$ cat src/common/fc_pkg.sv
package fc_pkg;

    // datapath widths
    localparam int DATA_W = 16;
    localparam int ACC_W  = 40;
    localparam int IDX_W  = 4;

    // default layer shape
    localparam int N_FEAT_DEF  = 16;
    localparam int N_CLASS_DEF = 10;

    // one feature value on the input stream
    typedef struct packed {
        logic signed [DATA_W-1:0] value;
    } feat_t;

    // one weight value, streamed class by class
    typedef struct packed {
        logic signed [DATA_W-1:0] value;
    } wt_t;

    // winning class and its score
    typedef struct packed {
        logic [IDX_W-1:0]        idx;
        logic signed [ACC_W-1:0] score;
    } result_t;

endpackage

$ cat src/argmax_tree/argmax_tree.sv
`timescale 1ns/1ps

module argmax_tree #(
    parameter int N_CLASS = fc_pkg::N_CLASS_DEF
) (
    input  logic                                  clk,
    input  logic                                  rstn,
    input  logic                                  score_valid,
    input  logic [N_CLASS-1:0][fc_pkg::ACC_W-1:0] scores,
    output logic                                  score_ready,
    output logic                                  res_valid,
    output fc_pkg::result_t                       res_data,
    input  logic                                  res_ready
);

    localparam int DEPTH = $clog2(N_CLASS);
    localparam int IDX_W = fc_pkg::IDX_W;

    // entries left after s rounds of pairing
    function automatic int stage_cnt(input int s);
        return (N_CLASS + (1 << s) - 1) >> s;
    endfunction

    logic [N_CLASS-1:0][fc_pkg::ACC_W-1:0] val [DEPTH+1];
    logic [N_CLASS-1:0][IDX_W-1:0]         cls [DEPTH+1];
    logic                                  vld [DEPTH+1];
    logic [DEPTH+1:1]                      rdy;

    assign val[0] = scores;
    assign vld[0] = score_valid;

    always_comb begin
        for (int i = 0; i < N_CLASS; i++) begin
            cls[0][i] = IDX_W'(i);
        end
    end

    // a stage moves when it is empty or the next one moves
    always_comb begin
        rdy[DEPTH+1] = res_ready;
        for (int s = DEPTH; s >= 1; s--) begin
            rdy[s] = !vld[s] || rdy[s+1];
        end
    end

    for (genvar s = 1; s <= DEPTH; s++) begin : g_stage
        localparam int N_IN  = stage_cnt(s - 1);
        localparam int N_OUT = stage_cnt(s);

        always_ff @(posedge clk or negedge rstn) begin
            if (!rstn) begin
                vld[s] <= 1'b0;
            end else if (rdy[s]) begin
                vld[s] <= vld[s-1];
            end
        end

        // left keeps the slot only when strictly greater, odd leftover passes
        always_ff @(posedge clk) begin
            if (rdy[s] && vld[s-1]) begin
                for (int i = 0; i < N_OUT; i++) begin
                    if (2 * i + 1 < N_IN &&
                        $signed(val[s-1][2*i+1]) >= $signed(val[s-1][2*i])) begin
                        val[s][i] <= val[s-1][2*i+1];
                        cls[s][i] <= cls[s-1][2*i+1];
                    end else begin
                        val[s][i] <= val[s-1][2*i];
                        cls[s][i] <= cls[s-1][2*i];
                    end
                end
            end
        end
    end

    assign score_ready    = rdy[1];
    assign res_valid      = vld[DEPTH];
    assign res_data.idx   = cls[DEPTH][0];
    assign res_data.score = val[DEPTH][0];

endmodule

$ cat config.mk
export PLATFORM = sky130hd
export DESIGN_NAME = argmax_tree
export DESIGN_NICKNAME = d
export VERILOG_FILES = /design/src/common/fc_pkg.sv /design/src/argmax_tree/argmax_tree.sv
export SDC_FILE = /design/constraint.sdc
export NUM_CORES = 1
export LEC_CHECK = 0
export ABC_AREA = 1
export ABC_CLOCK_PERIOD_IN_PS = 11650
export BUFFER_PORTS_ARGS = -buffer_cell sky130_fd_sc_hd__clkbuf_2
export CELL_PAD_IN_SITES_DETAIL_PLACEMENT = 1
export CELL_PAD_IN_SITES_GLOBAL_PLACEMENT = 1
export CORE_UTILIZATION = 40
export DETAILED_ROUTE_END_ITERATION = 7
export PLACE_DENSITY = 0.73
export SYNTH_ARGS = -nofsm -noshare
export SYNTH_HDL_FRONTEND = slang
export SYNTH_SLANG_ARGS = --single-unit
$ cat constraint.sdc
create_clock -name clk -period 11.65 [get_ports clk]
set_input_delay 2.33 -clock clk [delete_from_list [all_inputs] [get_ports clk]]
set_output_delay 2.33 -clock clk [all_outputs]
set_load 0.005 [all_outputs]
Yosys cells after proc, flatten, opt, wreduce, memory -nomap -nowiden
Index checks and enable logic that the tools add are counted.
{ "totals": {"output_inout_bits": 46, "ff_bits": 488, "in_bits": 404, "word_cells": 65} }
{ "classes": {"n_lt_le_gt_ge": 9, "n_reduce_logical": 12, "mux": 18} }
{ "op_table": {"columns": ["op", "n"], "rows": [
  [">= comparator 40 bit", 9],
  ["two-way mux 40 bit", 9],
  ["two-way mux 4 bit", 4],
  ["two-way mux 1 bit", 5],
  ["logical AND 1 bit", 4],
  ["zero test 1 bit", 4],
  ["logical OR 1 bit", 4]
]} }

Depth between registers and ports, before layout
{ "logic_depth": {"word_depth": 6, "ltp_mapped": 17, "ltp_nobuf": 16} }

Least setup slack after synthesis
OpenSTA, ideal clock, no wires.
{ "synth_path": {"path_type": "input -> register", "startpoint": "input port res_ready", "endpoint": "register cls[120] in the netlist's numbering (enable)", "setup_time_ps": 778, "stages": 8, "t_required_ps": 10872, "setup_slack_ps": -397, "arrival_time_ps": 11268, "n_path_buf": 0, "cell_sequence": "nor2_1 > inv_1 > nor2_1 > inv_1 > nor2_1 > inv_1 > nor2_1 > nor2_1"} }
{ "synth_via": {"elab_chain_cells": 5} }
{ "synth_lines": {"columns": ["element", "line_no", "text"], "rows": [
  ["start, declared", "argmax_tree.sv:13", "input logic res_ready"],
  ["logical OR 1 bit (4 in series)", "argmax_tree.sv:42", "rdy[s] = !vld[s] || rdy[s+1];"],
  ["logical AND 1 bit", "argmax_tree.sv:60", "if (rdy[s] && vld[s-1]) begin"],
  ["end signal, assigned by index", "argmax_tree.sv:65", "cls[s][i] <= cls[s-1][2*i+1];"],
  ["end signal, assigned by index", "argmax_tree.sv:68", "cls[s][i] <= cls[s-1][2*i];"],
  ["end, declared", "argmax_tree.sv:25", "logic [N_CLASS-1:0][IDX_W-1:0] cls [DEPTH+1];"]
]} }
Every way passes these cells.
A chain may end at the register's enable or synchronous reset.

Worst setup path after layout
{ "layout_path": {"startpoint": "input port res_ready", "endpoint": "output port score_ready"} }
{ "layout_via": {"elab_chain_cells": 4} }
{ "layout_lines": {"columns": ["element", "line_no", "text"], "rows": [
  ["logical OR 1 bit (4 in series)", "argmax_tree.sv:42", null],
  ["end, declared", "argmax_tree.sv:10", "output logic score_ready,"]
]} }
Every way passes these cells.

==> reports/qor.txt <==
reg-to-reg critical path startpoint = val[1279]
layout net count = 4648
Data arrival, critical path = 3.42 ns
Setup Viol. Count Final = 0
CTS H-tree depth = 2
stages on the worst setup path = 10
RR Endpoint = val[831]
largest net degree at the start of global routing = 76
row count = 100
Area Overhead vs Synth = 14.3%
max capacitance violation total = 0
min-delay worst type = flip-flop to flip-flop
reg2reg setup slack = 7.37 ns
hold bufs inserted after CTS = 0
Reg area = 0.0139 mm2
Post-synth EDFFs = 458
R2R cell count = 10
Ports = 450
die width = 277 um
flip-flop and latch count after synthesis = 462
fraction of layout cells with a size suffix above 1 = 14.7%
max-slew violations = 0
mapped cell area = 0.0303 mm2
synthesized instance count = 3544
worst ir drop on vdd = 0.116 mV
Fill cells = 8997
clock period minus worst slack = 5.75 ns
core area = 0.0747 mm2
worst setup margin = 5.90 ns
Routability Congestion = 0.862
Worst Tran Pin Value = 1.07 ns
static leakage power = 17.9 nW
number of clock sinks = 462
post-synth top area share = 45.4%
n_diodes = 0
Initial Utilization = 40.6%
post-synth cell types = 27
internal power = 3.98 mW
Pwr Density = 181 mW/mm2
area occupied by multi-input gates = 0.0135 mm2
TritonCTS Buffers = 53
Required @ worst endpoint = 9.32 ns
asr flop ratio synth = 0.866%
via count = 25300
top-count cell post-synth = nand2_1
Post-CTS Resized = 0
largest stage delay on the critical path = 0.21 ns
worst setup path category = input pin to output pin
CP endpoint kind = output pin
sw frac = 36.5%
Clock Path Buffers = 3
Sequential Power Share = 41.2%
cell total after placement = 4798
combinational share of power = 32.4%
post-DR wirelength/cell = 19.5 um
initial antenna violation count = 3
critical path's top delay family = simple AND/OR/NAND/NOR gates
final cell count without fillers = 4896
global route overflow = 0
vias per inst = 5.17
f_max = 174 MHz
Final Skew = 0.0209 ns
Ys Warns = 0
Syn Nets = 4308
largest area contributor in the netlist = edfxtp_1
crit path capture = score_ready
Slew HR = 28.5%
# DRC = 0
pre-CTS WS = 5.86 ns
DIE HEIGHT = 277 um
crit path from = res_ready
syn_area_per_cell = 8.56 um2
Clock Pin Slew Worst Setup and Hold Paths = 0.06 ns
RSZ-0062 raised after global routing = no
Initial DRT Pass Iterations = 5
vias in the first global route = 26400
setup TNS = 0 ns
Hold Fails Final Rpt = 0
Iter 0 DRT Violations = 1332
status = finished clean
postcts setup bufs = 0
largest cells by area after synthesis = edfxtp_1 45%, nand2_1 15%, ha_1 15%, nand4_1 7.8%, inv_1 6.5%
dpl hpwl = 74100 um
die area = 0.0769 mm2
crit path buf inv count = 6
part of the cycle the worst path needs = 49.4%
Startpoint Class = input pin
DRT Wirelength = 95300 um
CTS root buf = clkbuf_16
Routed Antenna Nets = 0
Clock Latency Late Sink = 0.62 ns
worst path cell trace = clkbuf_2, nor2_1, inv_1, nor2_1, inv_1, nor2_1, inv_1, nor2_1, inv_1, clkbuf_2
CTS tree = built
Sw Pwr = 2.28 mW
I/O Buffers = 449
Total GRT Usage = 24.8%
top cells by count, synth = 1240 x nand2_1, 524 x inv_1, 458 x edfxtp_1
Synth Flop Type = edfxtp_1
global-route wire length before repair = 148000 um
Max stage delay cell, worst path = nor2_1
CP max FO = 3
PnR Total Power = 6.26 mW
worst hold start = val[1393]
Seq/Total Area, Yosys = 45.7%
Clock Power Share = 26.4%
metrics by stage:
step | area, um2 | utilization, % | hold WS (ns)
6_report | 34700 | 46.4 | 0.415
4_1_cts | 34700 | 46.4 | 0.418
5_1_grt | 34700 | 46.4 | 0.424
2_1_floorplan | 30300 | - | 0.400
3_3_place_gp | 33000 | 44.1 | 0.402
3_5_place_dp | 33000 | 44.1 | 0.405
flip-flops by register name, indices dropped and copies added, names as in the netlist:
register,cells
cls,14
vld,3
res_data,44
val,400
res_valid,1
cell usage in the layout (no fill, tap or decap), types with 35 or more instances in the layout:
master     instances
nand2_1         1236
nand3_1           35
nand4_1          376
inv_1            522
clkbuf_2         449
nor2_1           144
edfxtp_1         458
a21oi_1          126
clkbuf_16         54
ha_1             360
metal layers:
metal	wire, um	track usage, %	share of wire, %	vias up
met5	20	0	0.021	-
met4	2860	7.93	3.0	4
met3	3520	3.19	3.7	146
met2	48900	45.2	51	474
met1	39900	30.1	42	12200
li1	-	-	-	12500
worst reg2reg max path, stage by stage, from the launching register on:
cell and delay (ns):
edfxtp_1 0.41, ha_1 0.41, nand2_1 0.10, nor2_1 0.28, nand2_1 0.13, nor2_1 0.27, nand2_1 0.16, nand3_2 0.70
nand3_2 1.06, nand2_1 0.30, nand2_1 0.19
worst min-delay path by stage:
stage,endpoint,slack [ns],cells past startpoint
5_1_grt,val[880],0.42,0
4_1_cts,val[913],0.42,0
6_report,val[913],0.41,0
3_3_place_gp,val[466],0.40,0
2_1_floorplan,cls[44],0.40,0
3_5_place_dp,val[897],0.41,0
power by group through the flow:
stage / combinational (mW) / clock, mW / sequential (mW)
finish: 2.03 / 1.65 / 2.58
floorplan: 1.44 / 0 / 2.50
global route: 2.32 / 1.75 / 2.61
detailed placement: 2.05 / 0 / 2.62
CTS: 2.06 / 1.69 / 2.59
global placement: 1.99 / 0 / 2.61
cell type report:
cell class / instances / area share [%]
multi-input cells: 2366 / 38.9
inverters: 524 / 5.68
repair buffers: 477 / 7.09
flip-flops and latches: 462 / 40.0
well taps: 969 / 3.50
clock buffers: 68 / 4.05
clock inverters: 30 / 0.873
cell families after synthesis:
| family | Yosys count | share of synthesized area [%] |
|---|---|---|
| simple gates | 1833 | 26.4 |
| buf+inv | 716 | 9.96 |
| flops | 462 | 45.7 |
| fa+ha+maj | 360 | 14.9 |
| compound gates | 173 | 3.09 |
(Power assumes the default switching activity.)
