[src/common/fc_pkg.sv]
package fc_pkg;

    // datapath widths
    localparam int DATA_W = 16;
    localparam int ACC_W  = 40;
    localparam int IDX_W  = 4;

    // default layer shape
    localparam int N_FEAT_DEF  = 16;
    localparam int N_CLASS_DEF = 10;

    // one feature value on the input stream
    typedef struct packed {
        logic signed [DATA_W-1:0] value;
    } feat_t;

    // one weight value, streamed class by class
    typedef struct packed {
        logic signed [DATA_W-1:0] value;
    } wt_t;

    // winning class and its score
    typedef struct packed {
        logic [IDX_W-1:0]        idx;
        logic signed [ACC_W-1:0] score;
    } result_t;

endpackage

[src/rtl/weight_store.sv]
`timescale 1ns/1ps

module weight_store #(
    parameter int N_FEAT  = fc_pkg::N_FEAT_DEF,
    parameter int N_CLASS = fc_pkg::N_CLASS_DEF
) (
    input  logic                      clk,
    input  logic                      rstn,
    input  logic                      wt_valid,
    input  fc_pkg::wt_t               wt_data,
    output logic                      wt_ready,
    input  logic [$clog2(N_FEAT)-1:0] rd_idx,
    output fc_pkg::wt_t [N_CLASS-1:0] wt_row,
    output logic                      wt_loaded
);

    localparam int IW = $clog2(N_FEAT);
    localparam int CW = (N_CLASS > 1) ? $clog2(N_CLASS) : 1;

    // one row per feature index, one column per class
    fc_pkg::wt_t [N_CLASS-1:0] mem [N_FEAT];

    logic [IW-1:0] feat_cnt;
    logic [CW-1:0] class_cnt;
    logic          take;

    assign wt_ready = !wt_loaded;
    assign take     = wt_valid && wt_ready;

    // words come class-major, feature index runs fastest
    always_ff @(posedge clk or negedge rstn) begin
        if (!rstn) begin
            feat_cnt  <= '0;
            class_cnt <= '0;
            wt_loaded <= 1'b0;
        end else if (take) begin
            if (feat_cnt == IW'(N_FEAT - 1)) begin
                feat_cnt <= '0;
                if (class_cnt == CW'(N_CLASS - 1)) begin
                    wt_loaded <= 1'b1;
                end else begin
                    class_cnt <= class_cnt + 1'b1;
                end
            end else begin
                feat_cnt <= feat_cnt + 1'b1;
            end
        end
    end

    always_ff @(posedge clk) begin
        if (take) begin
            mem[feat_cnt][class_cnt] <= wt_data;
        end
        wt_row <= mem[rd_idx];
    end

    // no further word may reach the store once the full set is in
    load_once: assert property (
        @(posedge clk) disable iff (!rstn)
        wt_loaded |-> !wt_valid
    );

endmodule

[config.mk]
export PLATFORM = sky130hd
export DESIGN_NAME = weight_store
export DESIGN_NICKNAME = d
export VERILOG_FILES = /design/src/common/fc_pkg.sv /design/src/rtl/weight_store.sv
export SDC_FILE = /design/constraint.sdc
export NUM_CORES = 2
export LEC_CHECK = 0
export BUFFER_PORTS_ARGS = -buffer_cell sky130_fd_sc_hd__buf_4
export CAP_MARGIN = 5
export CORE_MARGIN = 1
export CORE_UTILIZATION = 30
export CTS_CLUSTER_SIZE = 30
export DETAILED_ROUTE_END_ITERATION = 16
export PLACE_DENSITY_LB_ADDON = 0.2
export SLEW_MARGIN = 0
export SYNTH_ARGS = -nofsm -noshare
export SYNTH_HDL_FRONTEND = slang
export SYNTH_SLANG_ARGS = --single-unit
[constraint.sdc]
create_clock -name clk -period 3.6 [get_ports clk]
set_clock_uncertainty 0.05 [all_clocks]
set_input_delay 0.36 -clock clk [delete_from_list [all_inputs] [get_ports clk]]
set_output_delay 0.36 -clock clk [all_outputs]
set_load 0.005 [all_outputs]
# Word level (Yosys, flattened, before mapping)
# Memories as Yosys holds them, arrays and structs flattened. A register that Yosys moved wholly into a read port is not among the register bits.
# Cells that the tools add are included.
# Widths: inputs -> output; s select.
[totals]
regBits = 9
mem_bits_rw = 2560
input_bits = 23
output_inout_bits = 162
elab_cells = 21
n_memories = 1
[classes]
n_addsub = 2
order_cmp = 2
n_eq_ne = 2
muxes = 5
bitwise = 1
n_reduce_logical = 5
[mem_list]
columns = ["memory", "words", "width", "rd", "rd_clocked_by_memory_dff", "wr", "line_no", "rtl"]
rows = [
  ["mem", 16, 160, 1, 1, 1, "weight_store.sv:21", "fc_pkg::wt_t [N_CLASS-1:0] mem [N_FEAT];"],
]
[op_table]
columns = ["cell", "n"]
rows = [
  ["$mux 160", 1],
  ["$demux 16 s4", 1],
  ["$mux 16", 1],
  ["$add 4x1->4 const B", 2],
  ["$eq 4x4->1 const B", 2],
  ["$reduce_and 3->1", 2],
  ["$lt 4x5->1 const B", 1],
  ["$ge 4x1->1 const B", 1],
  ["$mux 4", 1],
  ["$logic_and 1x1->1", 2],
  ["$logic_not 1->1", 1],
  ["$mux 1", 1],
  ["$not 1->1", 1],
]

# Logic depth before layout (Yosys ltp)
[depth]
ltp_word = 5
mapped_depth = 9
ltp_nobuf = 5

# Worst setup path before layout
# OpenSTA, ideal clock, no wires.
[synth_path]
path_kind = "reg2reg"
from = "reg feat_cnt[0]"
to = "mem mem[15][48] (netlist name), enable pin"
setup_time_ns = 0.409
t_arrival_ns = 2.404
required_time_ns = 3.141
path_slack_ns = 0.737
path_stages_with_launch = 7
n_path_buf = 1
period_less_slack_ns = 2.863
path_cell_list = "dfrtp_1 -> ha_1 -> clkbuf_1 -> nand3_1 -> nor2_1 -> nand2_1 -> nor3_1"
[synth_lines]
columns = ["element", "line_no", "rtl"]
rows = [
  ["start: declaration", "weight_store.sv:23", "logic [IW-1:0] feat_cnt;"],
  ["start signal: assignment", "weight_store.sv:45", "feat_cnt <= feat_cnt + 1'b1;"],
  ["end: declaration", "weight_store.sv:21", ""],
]
# Straight into the memory's write port.

# Worst setup path in the final report
[layout_path]
from = "reg wt_loaded"
to = "mem mem[3][60] (netlist name), enable pin"
[layout_via]
elab_chain_cells = 4
[layout_lines]
columns = ["element", "line_no", "rtl"]
rows = [
  ["start: declaration", "weight_store.sv:14", "output logic wt_loaded"],
  ["start signal: assignment", "weight_store.sv:35", "wt_loaded <= 1'b0;"],
  ["start signal: assignment", "weight_store.sv:40", "wt_loaded <= 1'b1;"],
  ["$logic_not 1->1", "weight_store.sv:27", "assign wt_ready = !wt_loaded;"],
  ["$logic_and 1x1->1", "weight_store.sv:28", "assign take = wt_valid && wt_ready;"],
  ["$mux 1", "weight_store.sv:51", "if (take) begin"],
  ["$mux 160 (not written as such)", "weight_store.sv:52", "mem[feat_cnt][class_cnt] <= wt_data;"],
]
# No other way between the ends.

==> run summary <==
Final GP Congestion: 0.756
Leading cell type in the layout, fill and taps excluded: edfxtp_1
Combinational power share: 5.9%
Setup TNS: 0 ps
Post-synth top area cell: edfxtp_1
IO Port Bufs: 184
Met3 WL post-DR: 15500 µm
Largest family of logic cells by synthesized area: multiplexers
Final instance area: 120000 µm²
Post-DP Area: 110000 µm²
M1 wire length: 135000 µm
Sw frac: 22.6%
Top-area cell type share of the netlist area: 76.4%
Leakage power total: 38.7 nW
Synth Instances: 4540
# Max-Cap Violations: 0
Initial antenna violation count: 10
Total CTS buffers: 298
1st-iter DRT viols: 4719
Largest cells by area after synthesis: edfxtp_1 (76%), mux4_2 (12%), dfxtp_1 (3.2%)
Least-Margin Pin Slew: 1150 ps
Fraction of synthesized cell area in xor and xnor cells: 0.0261%
Setup crit end kind: flip-flop
Max Clk Rate: 0.363 GHz
Simple-gate portion of the synthesized area: 1.59%
Vias per Instance: 4.98
Post-DP HPWL: 172000 µm
Fill count: 30700
Synth Area in Compound Gates: 2.81%
1st-pass router iterations: 5
Setup violators final: 0
DRC Markers: 0
Layout cells sized above 1: 31.3%
Top_reg_cell synth: edfxtp_1
Starting Density: 30.1%
Number of global-route vias before repair: 49700
Max Used Layer: met4
Met2 WL: 137000 µm
Crit-path max FO: 16
Power per cell area: 585 nW/µm²
CTS Buffer Depth: 4
CP required: 4100 ps
Die height: 581 µm
Clock latency on the worst-skew pair: 900 ps
Setup Fix Bufs, Post-CTS: 0
Mux cell area share after synthesis: 14.3%
Drt wl/cell: 29.9 µm
CP Launch Type: flip-flop
Sequential cell area: 80300 µm²
H-tree depth: 5
Post-Syn Area per Cell: 22.2 µm²
Nets: 5183
Clock Sinks: 2729
Unrepaired setup endpoints after global routing: no
Fin. Hold Viols: 0
Worst vdd ir: 0.000355 V
Family with the most delay on the worst path: simple AND/OR/NAND/NOR gates
Total Wirelength: 293000 µm
Arrival time worst endpoint: 3260 ps
Max_slew headroom: 23.2%
Adder-cell share of the synthesized area: 0.0995%
Final Cycle Share: 76.6%
Int Pwr: 0.0544 W
Post-Syn Area: 101000 µm²
IO Pins: 185
Kind of critical path: flip-flop to flip-flop
CTS root buffer: clkbuf_16
Yosys cell types: 36
CP max stage delay: 640 ps
Clk pwr share: 43.7%
EDFF count, synth: 2560
Gr usage total: 17.1%
Commonest cells after routing, fill and taps aside: edfxtp_1 (2560), mux4_2 (544), buf_4 (467)
Status: completed
First-pass GRT wire length: 407000 µm
Asr flop ratio synth: 0.330%
Final ANT Viol Nets: 0
Core Rows: 212
Syn. warnings: 0
Area of the multi-input gates: 19400 µm²
Largest net degree at the start of global routing: 113
CP max-delay cell: nand2_1
P_sw: 0.0159 W
Final Max Slew Viols: 0
Reg power frac: 50.3%
TritonCTS clock tree: yes
Core Region: 334000 µm²
Die area: 338000 µm²
Minimum clock period: 2760 ps
Buffers & Inverters on Critical Path: 1
Synth Register Bits: 2729
Type of the tightest min-delay check: primary input to flip-flop
Register area share after synthesis: 79.8%
Layout area overhead: 19.3%
CP Cell Sequence: nand2b_1 -> nor3_1 -> nand2_1 -> nor2_2 -> buf_4
Via count: 48800
Net Count, Synth: 4571
GRT overflow: 0
Die width: 581 µm
Clk slew on worst S/H paths: 60 ps
## through the flow
step | total power, W | std cells | setup slack [ps] | hold slack (ps) | utilization (%)
after CTS | 0.0711 | 9785 | 868 | 1.45 | 36.0
after global placement | 0.0402 | 9221 | 565 | 192 | 33.0
after detailed placement | 0.0403 | 9221 | 570 | 189 | 33.0
after floorplan | 0.0376 | 4540 | 737 | 14.4 | -
after global routing | 0.0723 | 9786 | 722 | 20.6 | 36.0
final | 0.0703 | 9792 | 843 | 29.6 | 36.0
## power groups by stage
stage                     Sequential [W]  Combinational, W  Clock [W]
after floorplan                   0.0358           0.00172          0
after global placement            0.0360           0.00420          0
after detailed placement          0.0360           0.00423          0
after CTS                         0.0354           0.00426     0.0314
after global routing              0.0354           0.00439     0.0326
final                             0.0354           0.00417     0.0307
## routing by layer
| layer | vias to the layer above | GRT usage [%] |
|---|---|---|
| met2 | 1423 | 27.2 |
| met4 | 0 | 3.36 |
| met5 | - | 0 |
| li1 | 20200 | - |
| met1 | 26800 | 24.9 |
| met3 | 320 | 2.54 |
## registers in the layout, indices dropped and copies added, names as in the netlist
name / flops
mem: 2560
wt_loaded: 1
wt_row: 160
class_cnt: 4
feat_cnt: 4
## synthesized netlist by cell type, types with 3 or more instances
cell / count
edfxtp_1: 2560
mux4_2: 544
a22oi_1: 296
mux2i_1: 212
nor2_1: 169
nand2_1: 163
dfxtp_1: 160
clkbuf_1: 104
buf_2: 69
a21oi_1: 49
nand3_1: 42
buf_6: 29
buf_1: 27
o221ai_1: 23
buf_4: 11
nor2b_1: 11
dfrtp_1: 9
ha_1: 8
o21ai_0: 6
inv_1: 5
a221oi_1: 4
mux2_2: 4
nand2b_1: 4
o21ai_1: 4
a211oi_1: 3
and2_1: 3
buf_8: 3
nor3_1: 3
o22ai_1: 3
xnor2_1: 3
## logic make-up after synthesis
family	count (synthesis)
compound gates	392
xor+xnor	3
fa+ha+maj	8
buf+inv	251
flops	2729
mux	760
simple gates	397
## area by class of cell
type | count | area share (%)
timing repair buffer | 556 | 4.13
clock inverter | 134 | 1.29
antenna | 7 | 0.0146
multi-input combinational | 1560 | 16.2
sequential | 2729 | 66.9
inverter | 7 | 0.0219
tap | 4387 | 4.57
clock buffer | 412 | 6.92
## final timing paths
path / slack (ps) / start / cells after the start / end
worst max-delay path: 840 / wt_loaded / 5 / mem[3][60]
worst min-delay path: 30 / wt_data[2] / 1 / mem[7][82]
worst max register to register: 840 / wt_loaded / 5 / mem[3][60]
worst min register to register: 500 / wt_loaded / 1 / wt_loaded
max in group asynchronous: 2530 / rstn / 3 / class_cnt[2]
min in group asynchronous: 560 / rstn / 3 / wt_loaded
## what timing repair did
item	in CTS	in global routing
endpoints found under the hold margin	488	0
hold buffers	18	0
gates resized for setup	0	0
Note: power is estimated with default switching activity, not from simulation.
