--- src/common/fc_pkg.sv ---
package fc_pkg;

    // datapath widths
    localparam int DATA_W = 16;
    localparam int ACC_W  = 40;
    localparam int IDX_W  = 4;

    // default layer shape
    localparam int N_FEAT_DEF  = 16;
    localparam int N_CLASS_DEF = 10;

    // one feature value on the input stream
    typedef struct packed {
        logic signed [DATA_W-1:0] value;
    } feat_t;

    // one weight value, streamed class by class
    typedef struct packed {
        logic signed [DATA_W-1:0] value;
    } wt_t;

    // winning class and its score
    typedef struct packed {
        logic [IDX_W-1:0]        idx;
        logic signed [ACC_W-1:0] score;
    } result_t;

endpackage

--- src/rtl/feature_buffer.sv ---
`timescale 1ns/1ps

module feature_buffer #(
    parameter int N_FEAT = fc_pkg::N_FEAT_DEF
) (
    input  logic                             clk,
    input  logic                             rstn,
    input  logic                             feat_valid,
    input  fc_pkg::feat_t                    feat_data,
    output logic                             feat_ready,
    input  logic [$clog2(N_FEAT)-1:0]        rd_idx,
    output logic signed [fc_pkg::DATA_W-1:0] feat_out,
    output logic                             feat_full,
    input  logic                             feat_release
);

    localparam int IW = $clog2(N_FEAT);

    fc_pkg::feat_t entry [N_FEAT];

    logic [IW-1:0] wr_idx;
    logic          take;

    assign feat_ready = !feat_full;
    assign take       = feat_valid && feat_ready;

    always_ff @(posedge clk or negedge rstn) begin
        if (!rstn) begin
            wr_idx    <= '0;
            feat_full <= 1'b0;
        end else if (feat_release) begin
            feat_full <= 1'b0;
        end else if (take) begin
            if (wr_idx == IW'(N_FEAT - 1)) begin
                wr_idx    <= '0;
                feat_full <= 1'b1;
            end else begin
                wr_idx <= wr_idx + 1'b1;
            end
        end
    end

    // writes fill in arrival order, reads take one cycle
    always_ff @(posedge clk) begin
        if (take) begin
            entry[wr_idx] <= feat_data;
        end
        feat_out <= entry[rd_idx].value;
    end

    release_when_full: assert property (
        @(posedge clk) disable iff (!rstn)
        feat_release |-> feat_full
    );

endmodule

--- config.mk ---
export PLATFORM = sky130hd
export DESIGN_NAME = feature_buffer
export DESIGN_NICKNAME = d
export VERILOG_FILES = /design/src/common/fc_pkg.sv /design/src/rtl/feature_buffer.sv
export SDC_FILE = /design/constraint.sdc
export NUM_CORES = 1
export LEC_CHECK = 0
export BUFFER_PORTS_ARGS = -buffer_cell sky130_fd_sc_hd__buf_2
export CAP_MARGIN = 20
export CORE_MARGIN = 2
export CORE_UTILIZATION = 55
export DETAILED_ROUTE_END_ITERATION = 8
export HOLD_SLACK_MARGIN = 0.06
export MAX_ROUTING_LAYER = met4
export PLACE_DENSITY = 0.85
export SYNTH_ARGS = -nofsm -noshare
export SYNTH_HDL_FRONTEND = slang
export SYNTH_SLANG_ARGS = --single-unit
export TNS_END_PERCENT = 10
--- constraint.sdc ---
create_clock -name clk -period 2.17 [get_ports clk]
set_input_delay 0.651 -clock clk [delete_from_list [all_inputs] [get_ports clk]]
set_output_delay 0.651 -clock clk [all_outputs]
set_load 0.01 [all_outputs]
Word level (Yosys, flattened, before mapping)
Memories as Yosys holds them, arrays and structs flattened. A register that Yosys moved wholly into a read port is not among the register bits.
Index checks and enable logic that the tools add are counted.
- register bits after elaboration: 5
- bits of input ports: 24
- RAM bits: 256
- word-level logic and storage cells: 18
- memories: 1
- output and inout port bits: 18
- equality and inequality tests: 1
- muxes and demuxes: 6
- add/sub/neg operators: 1
- reductions and logical operators: 6
- bitwise operators: 1
- memories (name ; words ; bits a word ; read ports ; clocked after memory_dff ; write ports ; line ; text):
    entry ; 16 ; 16 ; 1 ; 1 ; 1 ; feature_buffer.sv:19 ; fc_pkg::feat_t entry [N_FEAT];
- operator list (cell ; count):
    $mux 1 ; 5
    $add 4x1->4 const B ; 1
    $eq 4x4->1 const B ; 1
    $mux 4 ; 1
    $reduce_and 2->1 ; 2
    $reduce_bool 2->1 ; 2
    $logic_and 1x1->1 ; 1
    $logic_not 1->1 ; 1
    $not 1->1 ; 1

Depth between registers and ports, before layout
Gate-level depths: netlist of the first run.
- depth in word-level cells: 4
- depth in mapped cells: 5

Worst setup path after synthesis of the first run
Ideal clock, no wire load.
- path type: input -> register
- start point: input feat_valid
- end point: memory entry[11][0] (netlist bit), enable pin
- stages: 3
- buffers on the path: 0
- library setup time: 0.413 ns
- slack: -0.464 ns
- arrival time: 2.221 ns
- cells stage by stage: nor2b_1 nand2_1 nor3b_1
- cells in the longest elaborated chain, start to end: 3
- ends and longest elaborated chain (item ; line ; text):
    start, declared ; feature_buffer.sv:8 ; input logic feat_valid,
    $logic_and 1x1->1 ; feature_buffer.sv:25 ; assign take = feat_valid && feat_ready;
    $mux 1 ; feature_buffer.sv:45 ; if (take) begin
    $mux 1 (not written as such) ; feature_buffer.sv:46 ; entry[wr_idx] <= feat_data;
    end, declared ; feature_buffer.sv:19 ;
No other way between the ends.

Worst setup path after layout of the first run
- start point: register feat_full
- end point: output feat_ready
- cells in the longest elaborated chain, start to end: 1
- ends and longest elaborated chain (item ; line ; text):
    start, declared ; feature_buffer.sv:13 ; output logic feat_full,
    start signal, assigned ; feature_buffer.sv:30 ; feat_full <= 1'b0;
    start signal, assigned ; feature_buffer.sv:32 ; feat_full <= 1'b0;
    start signal, assigned ; feature_buffer.sv:36 ; feat_full <= 1'b1;
    $logic_not 1->1 ; feature_buffer.sv:24 ; assign feat_ready = !feat_full;
    end, declared ; feature_buffer.sv:10 ; output logic feat_ready,
No other way between the ends.

==> summary.txt, run 1 <==
Detailed routing
  – Wire per inst: 28.07 um
  – Pre-antenna DRT Iters: 5
  – Final wirelength: roughly 22000 um
  – DR iter-0 viols: 593
  – Vias per cell: roughly 6.4
  – DRC violations left: 0
  – Vias post-DR: around 5k
  – Final ANT Viol Nets: 0

Timing
  – Period minus WS final: 1.792 ns
  – Clock skew: about 0.020 ns
  – Fmax: 558.0 MHz
  – Final Hold Fails: 0
  – RSZ-0062 raised after global routing: false
  – Period Utilization, post-route: 82.58%
  – Final setup violation count: 0
  – Fin worst setup slack: 0.3780 ns
  – Worst slew margin: 27.97%
  – Max-slew violation count: 0
  – Setup TNS: 0 ns
  – Slew at the pin with the worst max-slew slack: 1.080 ns

Power
  – Pleak: 4.007 nW
  – PwrDens: 1001 nW/um^2
  – Worst vdd ir: 0.6020 mV

Setup path
  – Setup crit end kind: output port
  – Worst Path Arrival: 1.14 ns
  – CP delay by family, top: flip-flops
  – Setup CP Type: reg -> out
  – Worst Path Buf+Inv: 2
  – Startpoint type of the worst setup path: flip-flop
  – CP max stage cell: dfrtp_1
  – CP Data Required Time: ~1.5 ns
  – Critical path cell sequence: inv_1 > buf_2
  – Worst Path Max Fanout: 6
  – Worst path max stage delay: 0.43 ns

Logic synthesis
  – Cell variety after synth: 29
  – Top-count cell post-synth: edfxtp_1
  – Syn Nets: 492
  – Yosys warns: 0
  – Synth Instances: 463
  – Yosys top cell area share: around three quarters
  – Cell accounting for the most synthesized area: edfxtp_1
  – Flops & latches, synth: 277
  – Register area share after synthesis: 78.53%
  – Post-synth top cells: edfxtp_1 (256), mux4_2 (53), a22oi_1 (32), nand2_1 (24), dfxtp_1 (16)
  – Main synth FF type: edfxtp_1
  – Cell area after synthesis: between 10000 and 15000 um^2
  – EDFF count, synth: 256
  – FFs w/ async S/R, synth: roughly 1.8%
  – Synth area leaders: edfxtp_1 (74%), mux4_2 (12%), dfxtp_1 (3.1%), mux4_1 (2.8%), a22oi_1 (2.3%)
  – Syn avg cell area: ~22 um^2

Finish
  – Nets: 568
  – Util after Layout: 64.77%
  – Share of cells above drive strength 1: roughly 30%
  – N_diodes: 0
  – Finished Layout Cells: 791
  – Area growth syn-to-layout: 16.21%

CTS
  – Max H-tree Level: 1
  – Clock slew at reported path FFs: 0.05 ns
  – Clock Latency Late Sink: 0.53 ns
  – Buffer levels on the longest clock path: 3
  – CTS buffer count: 27
  – Setup Fix Bufs, Post-CTS: 0
  – Clock sinks: 277
  – CTS root buffer: clkbuf_16
  – CTS tree: yes

Global routing
  – First-pass GRT wire length: 32790 um
  – Vias in the first global route: 5205
  – Largest net degree at the start of global routing: 39
  – Total gr overflow: 0
  – Gr usage total: approximately a quarter
  – Antenna violations before repair: 0

Floorplanning
  – IO Pins: 42
  – Initial core utilization: 55.74%
  – Total die area: approximately 20000 um^2
  – Die width: 141.2 um
  – DIE HEIGHT: 141.2 um
  – Num rows: 50
  – Core Area: 18580 um^2

Hold path
  – Worst min path class: in -> reg

Placement
  – GPL Wtd Cong: 0.7348
  – Place WS: 0.05942 ns
  – Port bufs: 41
  – Placed cells: 743
  – Hpwl dp: about 12000 um

Outcome
  – Status: finished, final reports clean

Job
  – Max-cap violations: 0
-- state kept, by name, summed over array words and instances (netlist names) --
name	count
feat_out	16
entry	256
feat_full	1
wr_idx	4
-- worst paths after layout --
kind,slack (ns),cells past startpoint,startpoint,endpoint
min in group asynchronous,0.46,2,rstn,wr_idx[3]
max in group asynchronous,1.57,2,rstn,feat_full
min,0.39,2,feat_release,feat_full
max reg2reg,0.47,3,wr_idx[3],entry[0][5]
max,0.38,2,feat_full,feat_ready
min reg2reg,0.62,1,feat_full,feat_full
-- power breakdown --
part           switching (mW)  total [mW]  internal (mW)
Combinational           0.706        1.20          0.491
Clock                    1.87        4.39           2.51
Sequential              0.184        6.47           6.28
-- layout make-up --
cell class,instances,area [um^2]
Clock inverter,13,113.9
Timing Repair Buffer,70,665.6
Tap cell,234,292.8
Clock buffer,34,701.9
Multi-Input combinational cell,160,2117
Sequential cell,277,8133
Inverter,3,11.26
Fill cell,1149,6545
-- through the flow --
stage,hold slack [ns],instance area (um^2),power [mW]
after floorplan,0.3554,10360,7.141
after global placement,0.4662,11210,7.666
after detailed placement,0.4729,11210,7.754
after CTS,0.3763,12040,12.11
after global routing,0.3953,12040,12.41
final,0.3857,12040,12.05
-- worst register-to-register path, cell delays in order, from the launching register on --
cell	delay (ns)
dfrtp_1	0.49
nor3b_1	0.42
and3b_1	0.27
buf_12	0.19
-- routing by layer --
metal	track usage (%)	part of all wire, %
met5	-	0
met4	8.053	2.6
met3	3.668	7.6
met2	37.25	50
met1	32.79	39
-- cells by family (layout without fill, tap and decap cells) --
logic type	after synthesis	after routing	share of synthesized area, %
flip-flops	277	277	78.53
multiplexers	64	64	14.32
AND/OR/NAND/NOR	53	53	2.428
AO/OA/AOI/OAI	37	37	2.670
buffers and inverters	26	120	1.365
adder cells (fa/ha/maj)	5	5	0.6041
XOR/XNOR	1	1	0.08459
-- layout by cell type, fill, tap and decap left out, types with 2 or more instances in the layout --
| cell | count |
|---|---|
| a22oi_1 | 32 |
| and3_1 | 2 |
| buf_12 | 19 |
| buf_2 | 40 |
| buf_4 | 10 |
| bufinv_16 | 2 |
| clkbuf_1 | 7 |
| clkbuf_16 | 27 |
| clkinv_1 | 6 |
| clkinv_2 | 3 |
| dfrtp_1 | 5 |
| dfxtp_1 | 16 |
| edfxtp_1 | 256 |
| ha_1 | 5 |
| inv_1 | 3 |
| mux4_1 | 11 |
| mux4_2 | 53 |
| nand2_1 | 24 |
| nand2b_1 | 2 |
| nand3_1 | 3 |
| nor2_1 | 3 |
| nor2_2 | 6 |
| nor2b_1 | 3 |
| nor3_2 | 2 |
| nor3b_1 | 2 |
| nor3b_2 | 2 |
| o21ai_0 | 2 |
-- what timing repair did --
item,4_1_cts,5_1_grt
hold endpoints to repair,5,0
gates resized for setup,0,0
hold buffers,1,0
endpoints found under the setup margin,0,0
Power figures use the tool's default switching activity.
==> inputs of run 2 (changes only) <==
--- a/config.mk
+++ b/config.mk
@@ -5,14 +5,15 @@
 export SDC_FILE = /design/constraint.sdc
 export NUM_CORES = 1
 export LEC_CHECK = 0
+export ABC_AREA = 1
 export BUFFER_PORTS_ARGS = -buffer_cell sky130_fd_sc_hd__buf_2
 export CAP_MARGIN = 20
 export CORE_MARGIN = 2
-export CORE_UTILIZATION = 55
+export CORE_UTILIZATION = 60
 export DETAILED_ROUTE_END_ITERATION = 8
 export HOLD_SLACK_MARGIN = 0.06
 export MAX_ROUTING_LAYER = met4
-export PLACE_DENSITY = 0.85
+export PLACE_DENSITY = 0.88
 export SYNTH_ARGS = -nofsm -noshare
 export SYNTH_HDL_FRONTEND = slang
 export SYNTH_SLANG_ARGS = --single-unit
==> constraint.sdc (replaced) <==
create_clock -name clk -period 1.85 [get_ports clk]
set_input_delay 0.555 -clock clk [delete_from_list [all_inputs] [get_ports clk]]
set_output_delay 0.555 -clock clk [all_outputs]
set_load 0.01 [all_outputs]
==> summary.txt, run 2 <==
Outcome
  – Status: finished, final reports clean

Finish
  – Nets: 1194 (+110%)
  – Number of flip-flops under the largest register name: 256 (unchanged)
  – Most frequent cells in the layout: nand2_1 (346), edfxtp_1 (256), inv_1 (202)
  – Area growth syn-to-layout: 15.17%
  – Share of cells above drive strength 1: 11.89% (-18 points)
  – Commonest non-fill, non-tap cell in the layout: nand2_1
  – Biggest register: entry
  – Largest regs: entry (256), feat_out (16), wr_idx (4)
  – Util after Layout: 69.74% (+5.0 points)

Timing
  – RSZ-0062 raised after global routing: false
  – Clock skew: 0.03428 ns (+0.01465 ns)
  – Max-slew violation count: 0 (unchanged)
  – Final Hold Fails: 0 (unchanged)
  – Period minus WS final: around 1.7 ns
  – Setup TNS: 0 ns (unchanged)
  – Worst Hold Margin: 0.1875 ns (-0.1982 ns)
  – Final setup violation count: 0 (unchanged)
  – Period Utilization, post-route: 93.50%
  – Fin worst setup slack: 0.1203 ns (-0.2577 ns)
  – Fmax: 578.1 MHz
  – Worst slew margin: 67.79% (+40 points)
  – Slew at the pin with the worst max-slew slack: 0.4831 ns (-0.5974 ns)

Setup path
  – Worst Path Buf+Inv: 2 (unchanged)
  – Worst Path Arrival: 1.97 ns (+0.83 ns)
  – Worst Setup SP: wr_idx[0]
  – Worst path max stage delay: 0.44 ns (about the same)
  – CP Data Required Time: 2.09 ns (+0.57 ns)
  – Origin of the critical flop-to-flop path: wr_idx[0]
  – Setup crit end kind: flip-flop
  – R2R Path End: entry[14][4]
  – Critical path cell sequence: inv_1 > ha_1 > nand2_1 > nor2_2 > buf_4
  – Setup CP Type: reg -> reg
  – Worst Path Max Fanout: 9 (+3)
  – CP max stage cell: dfrtp_1
  – Crit path to: entry[14][4]
  – Startpoint type of the worst setup path: flip-flop
  – Crit path depth: 5 (+3)
  – R2R setup slack: 0.12 ns (-0.35 ns)
  – CP delay by family, top: flip-flops
  – Cell count of the worst reg-to-reg path: 5 (+2)

Global routing
  – Total gr overflow: 0 (unchanged)
  – Largest net degree at the start of global routing: 102 (+160%)
  – Vias in the first global route: 7984 (+53%)
  – Gr usage total: 28.71% (+4.9 points)
  – Antenna violations before repair: 2 (+2)
  – First-pass GRT wire length: 42920 um (+31%)

CTS
  – Clock slew at reported path FFs: 0.06 ns (about the same)
  – Setup Fix Bufs, Post-CTS: 0 (unchanged)
  – CTS buffer count: 27 (unchanged)
  – CTS tree: yes
  – Clock sinks: 277 (unchanged)
  – Max H-tree Level: 1 (unchanged)
  – Buffer levels on the longest clock path: 3 (unchanged)
  – Clock Latency Late Sink: 0.55 ns (+0.02 ns)
  – CTS root buffer: clkbuf_16

Logic synthesis
  – Cell area after synthesis: 11670 um^2 (+13%)
  – Cell accounting for the most synthesized area: edfxtp_1
  – Post-synth top cells: nand2_1 (346), edfxtp_1 (256), inv_1 (202), nand3_1 (195), buf_2 (22)
  – Main synth FF type: edfxtp_1
  – Cell variety after synth: 18 (-38%)
  – FFs w/ async S/R, synth: 1.805% (unchanged)
  – Syn avg cell area: 10.56 um^2 (-53%)
  – EDFF count, synth: 256 (unchanged)
  – Register area share after synthesis: 69.69% (-8.8 points)
  – Synth Instances: 1105 (+140%)
  – Yosys warns: 0 (unchanged)
  – Flops & latches, synth: 277 (unchanged)
  – Syn Nets: 1134 (+130%)
  – Synth area leaders: edfxtp_1 (66%), nand2_1 (11%), nand3_1 (8.4%), inv_1 (6.5%), dfxtp_1 (2.7%)
  – Yosys top cell area share: 65.87% (-8.4 points)
  – Top-count cell post-synth: nand2_1

Detailed routing
  – Highest metal used: met4
  – DR iter-0 viols: 1031 (+74%)
  – Vias per cell: 5.515 (-14%)
  – Final wirelength: 27630 um (+24%)
  – DRC violations left: 0 (unchanged)
  – Vias post-DR: 8014 (+58%)
  – Final ANT Viol Nets: 0 (unchanged)
  – WL met3: 2791 um (+65%)
  – Met1 wire length: 9680 um (+11%)
  – Pre-antenna DRT Iters: 5 (unchanged)
  – Wire per inst: 19.02 um (-32%)
  – Routed wire length on met2: 14100 um (+26%)

Power
  – Worst vdd ir: 0.8056 mV (+34%)
  – Total Power: 15.04 mW (+25%)
  – Pleak: 5.806 nW (+45%)
  – PwrDens: 1119 nW/um^2 (+12%)

Floorplanning
  – IO Pins: 42 (unchanged)
  – Total die area: 20580 um^2 (+3.2%)
  – Core Area: 19270 um^2 (+3.7%)
  – Num rows: 51 (+2.0%)
  – DIE HEIGHT: 143.5 um (+1.6%)
  – Die width: 143.5 um (+1.6%)
  – Initial core utilization: 60.56% (+4.8 points)

Placement
  – Hpwl dp: 16020 um (+39%)
  – Port bufs: 41 (unchanged)
  – Place WS: 0.1269 ns (+0.06749 ns)
  – GPL Wtd Cong: 0.8280 (+13%)

Job
  – Max-cap violations: 0 (unchanged)

Hold path
  – Min-delay src: feat_release
  – Worst min path class: in -> reg
-- run 2: cell types whose count changed after synthesis, moves of 6 or more --
cell / before / now
buf_4: 3 / 19
mux4_2: 53 / 0
inv_1: 3 / 202
mux4_1: 11 / 0
buf_2: 2 / 22
nand3_1: 3 / 195
a22oi_1: 32 / 0
nor2_1: 9 / 15
nand2_1: 24 / 346
-- run 2: power breakdown --
group | internal, mW | total (mW) | switching (mW)
registers | 7.38 | 7.56 | 0.174
logic | 0.519 | 1.71 | 1.19
clock network | 3.52 | 5.77 | 2.25
-- run 2: stage by stage --
stage	cell area (um^2)	std cells
final	13440	1453
after global routing	13440	1453
after CTS	13440	1451
after detailed placement	12480	1400
after global placement	12480	1400
after floorplan	11670	1105
-- run 2: logic make-up (layout without fill, tap and decap cells) --
kind of cell	Yosys count	count (layout)	synth area share [%]
AOI/OAI and AO/OA	3	3	0.1286
xor gates and xnor gates	1	1	0.07506
adders and majority gates	5	5	0.5361
buffers and inverters	256	337	9.274
DFF	277	277	69.69
other	0	2	0
and+or+nand+nor	563	563	20.30
-- run 2: layer usage --
layer	global-route usage, %	up-vias
met1	34.65	3737
met2	48.22	503
li1	-	3684
met3	4.865	90
met5	-	-
met4	12.23	0
-- run 2: timing repair --
| action | in CTS | in global routing |
|---|---|---|
| hold buffers | 1 | 0 |
| endpoints found under the setup margin | 0 | 0 |
| gates resized for setup | 0 | 0 |
| endpoints found under the hold margin | 5 | 0 |
-- run 2: worst min path at each step --
stage                endpoint  slack (ns)  depth (start not counted)
detailed placement  wr_idx[2]        0.38                          1
finish              feat_full        0.19                          2
floorplan           feat_full        0.26                          0
global placement    wr_idx[0]        0.37                          1
global route        feat_full        0.19                          2
CTS                 feat_full        0.17                          2
-- run 2: cell type report --
cell class	instances	area [um^2]
tap	265	331.6
inverter	204	767.0
clock buffer	38	747.0
sequential	277	8133
antenna	2	5.005
clock inverter	12	201.4
fill	1240	5831
timing repair buffer	83	750.7
multi-input combinational	572	2505
==> inputs of run 3 (changes only) <==
--- a/config.mk
+++ b/config.mk
@@ -8,7 +8,6 @@
 export ABC_AREA = 1
 export BUFFER_PORTS_ARGS = -buffer_cell sky130_fd_sc_hd__buf_2
 export CAP_MARGIN = 20
-export CORE_MARGIN = 2
 export CORE_UTILIZATION = 60
 export DETAILED_ROUTE_END_ITERATION = 8
 export HOLD_SLACK_MARGIN = 0.06
==> summary.txt, run 3 (same netlist as run 2, synthesis figures left out) <==
Setup path
  – CP Data Required Time: 1.29 ns (-0.80 ns)
  – Worst Path Max Fanout: 3 (-6)
  – Worst Path Arrival: 1.15 ns (-0.82 ns)
  – Origin of the critical flop-to-flop path: wr_idx[0]
  – Setup crit end kind: output port
  – Worst Setup SP: feat_full
  – Setup CP Type: reg -> out
  – Startpoint type of the worst setup path: flip-flop

Floorplanning
  – Initial core utilization: 61.77% (+1.2 points)
  – Num rows: 50 (-2.0%)
  – DIE HEIGHT: 141.5 um (-1.4%)
  – Die width: 141.5 um (-1.4%)
  – Core Area: 18890 um^2 (-2.0%)
  – Total die area: 20010 um^2 (-2.8%)
  – IO Pins: 42 (unchanged)

Global routing
  – Largest net degree at the start of global routing: 54 (-47%)
  – Antenna violations before repair: 1 (-1)
  – Total gr overflow: 0 (unchanged)
  – Vias in the first global route: 8237 (+3.2%)
  – First-pass GRT wire length: 44120 um (+2.8%)
  – Gr usage total: 30.73% (+2.0 points)

Finish
  – Footprint of the multi-input gates: 2505 um^2 (unchanged)
  – Layout filler cell count: 1213 (-2.2%)
  – Storage element area: 8133 um^2 (unchanged)
  – Biggest register: entry
  – Commonest non-fill, non-tap cell in the layout: nand2_1
  – Nets: 1196 (+0.17%)
  – Most frequent cells in the layout: nand2_1 (346), edfxtp_1 (256), inv_1 (202)
  – Area growth syn-to-layout: 14.51%
  – Number of flip-flops under the largest register name: 256 (unchanged)
  – Largest regs: entry (256), feat_out (16), wr_idx (4)
  – Util after Layout: 70.73% (+0.98 points)
  – Share of cells above drive strength 1: 11.87% (-0.020 points)

Detailed routing
  – Final wirelength: 28560 um (+3.4%)
  – DRC violations left: 0 (unchanged)
  – Wire per inst: 19.71 um (+3.7%)
  – Vias per cell: 5.621 (+1.9%)
  – Final ANT Viol Nets: 0 (unchanged)
  – Vias post-DR: 8145 (+1.6%)
  – DR iter-0 viols: 1022 (-0.87%)
  – Pre-antenna DRT Iters: 6 (+1)

CTS
  – Clock slew at reported path FFs: 0.06 ns (about the same)
  – Max H-tree Level: 1 (unchanged)
  – CTS tree: yes
  – CTS root buffer: clkbuf_16
  – CTS buffer count: 27 (unchanged)
  – Post-CTS resize count: 0 (unchanged)
  – Setup Fix Bufs, Post-CTS: 0 (unchanged)
  – Post-CTS Hold Fix Bufs: 1 (unchanged)
  – Clock Latency Late Sink: 0.54 ns (about the same)
  – Buffer levels on the longest clock path: 3 (unchanged)
  – Clock sinks: 277 (unchanged)

Placement
  – GPL Wtd Cong: 0.8439 (+1.9%)
  – Place WS: 0.08434 ns (-0.04258 ns)
  – Port bufs: 41 (unchanged)
  – Hpwl dp: 16250 um (+1.4%)

Hold path
  – Worst min path class: in -> reg
  – Min-delay src: feat_release

Timing
  – Worst Hold Margin: 0.2122 ns (+0.02467 ns)
  – Final Hold Fails: 0 (unchanged)
  – Fin worst setup slack: 0.1456 ns (+0.02522 ns)
  – Max-slew violation count: 0 (unchanged)
  – Clock skew: 0.01475 ns (-0.01953 ns)
  – Fmax: 586.7 MHz (+1.5%)
  – Period minus WS final: 1.704 ns (-0.02522 ns)
  – Slew at the pin with the worst max-slew slack: 0.3476 ns (-0.1355 ns)
  – Final setup violation count: 0 (unchanged)
  – Worst slew margin: 76.83% (+9.0 points)
  – Period Utilization, post-route: 92.13% (-1.4 points)
  – RSZ-0062 raised after global routing: false

Power
  – P_sw: 3.634 mW (+0.60%)
  – Worst vdd ir: 0.6957 mV (-14%)
  – Share of total power in combinational logic: 11.7% (+0.3 points)
  – PwrDens: 1099 nW/um^2 (-1.8%)
  – Pleak: 5.787 nW (-0.31%)
  – Switching Share: 24.74% (+0.72 points)
  – Clock Power Share: 36.8% (-1.6 points)
  – Reg power frac: 51.5% (+1.2 points)
  – Internal power: 11.05 mW (-3.3%)

Outcome
  – Status: finished, final reports clean

Job
  – Max-cap violations: 0 (unchanged)
run 3: area by class of cell:
class,count,area share (%)
timing repair buffer,85,5.730
inverter,204,5.740
tap,260,2.434
multi-input combinational,572,18.75
clock buffer,36,5.384
clock inverter,14,1.086
antenna,1,0.01873
sequential,277,60.86
run 3: power groups by stage:
stage                     clock [mW]  combinational (mW)  sequential [mW]
after floorplan                    0               0.902             7.65
after global placement             0                1.56             7.65
after detailed placement           0                1.65             7.68
after CTS                       5.41                1.69             7.56
after global routing            5.66                1.85             7.60
final                           5.41                1.71             7.57
run 3: worst paths after layout:
kind,to,slack (ns),depth (start not counted)
worst max register to register,entry[0][14],0.27,5
min in group asynchronous,feat_full,0.38,2
worst min register to register,feat_full,0.58,2
worst min-delay path,feat_full,0.21,2
worst max-delay path,feat_ready,0.15,2
max in group asynchronous,wr_idx[1],1.33,2
run 3: stage by stage:
stage	cells	power, mW	setup TNS [ns]	instance area, um^2
after floorplan	1105	8.551	-47.22	11670
after global placement	1397	9.212	0	12490
after detailed placement	1397	9.325	0	12490
after CTS	1448	14.66	0	13360
after global routing	1449	15.11	0	13360
final	1449	14.69	0	13360
run 3: routing by layer:
layer	wire length [um]	track usage, %	vias to the layer above
li1	-	-	3687
met1	10080	37.78	3790
met2	14160	50.42	554
met3	3058	4.590	114
met4	1262	14.94	0
met5	0	-	-
run 3: critical path, stage by stage (launching register included):
cell and delay, ns:
dfrtp_1 0.41, inv_1 0.08, buf_2 0.13
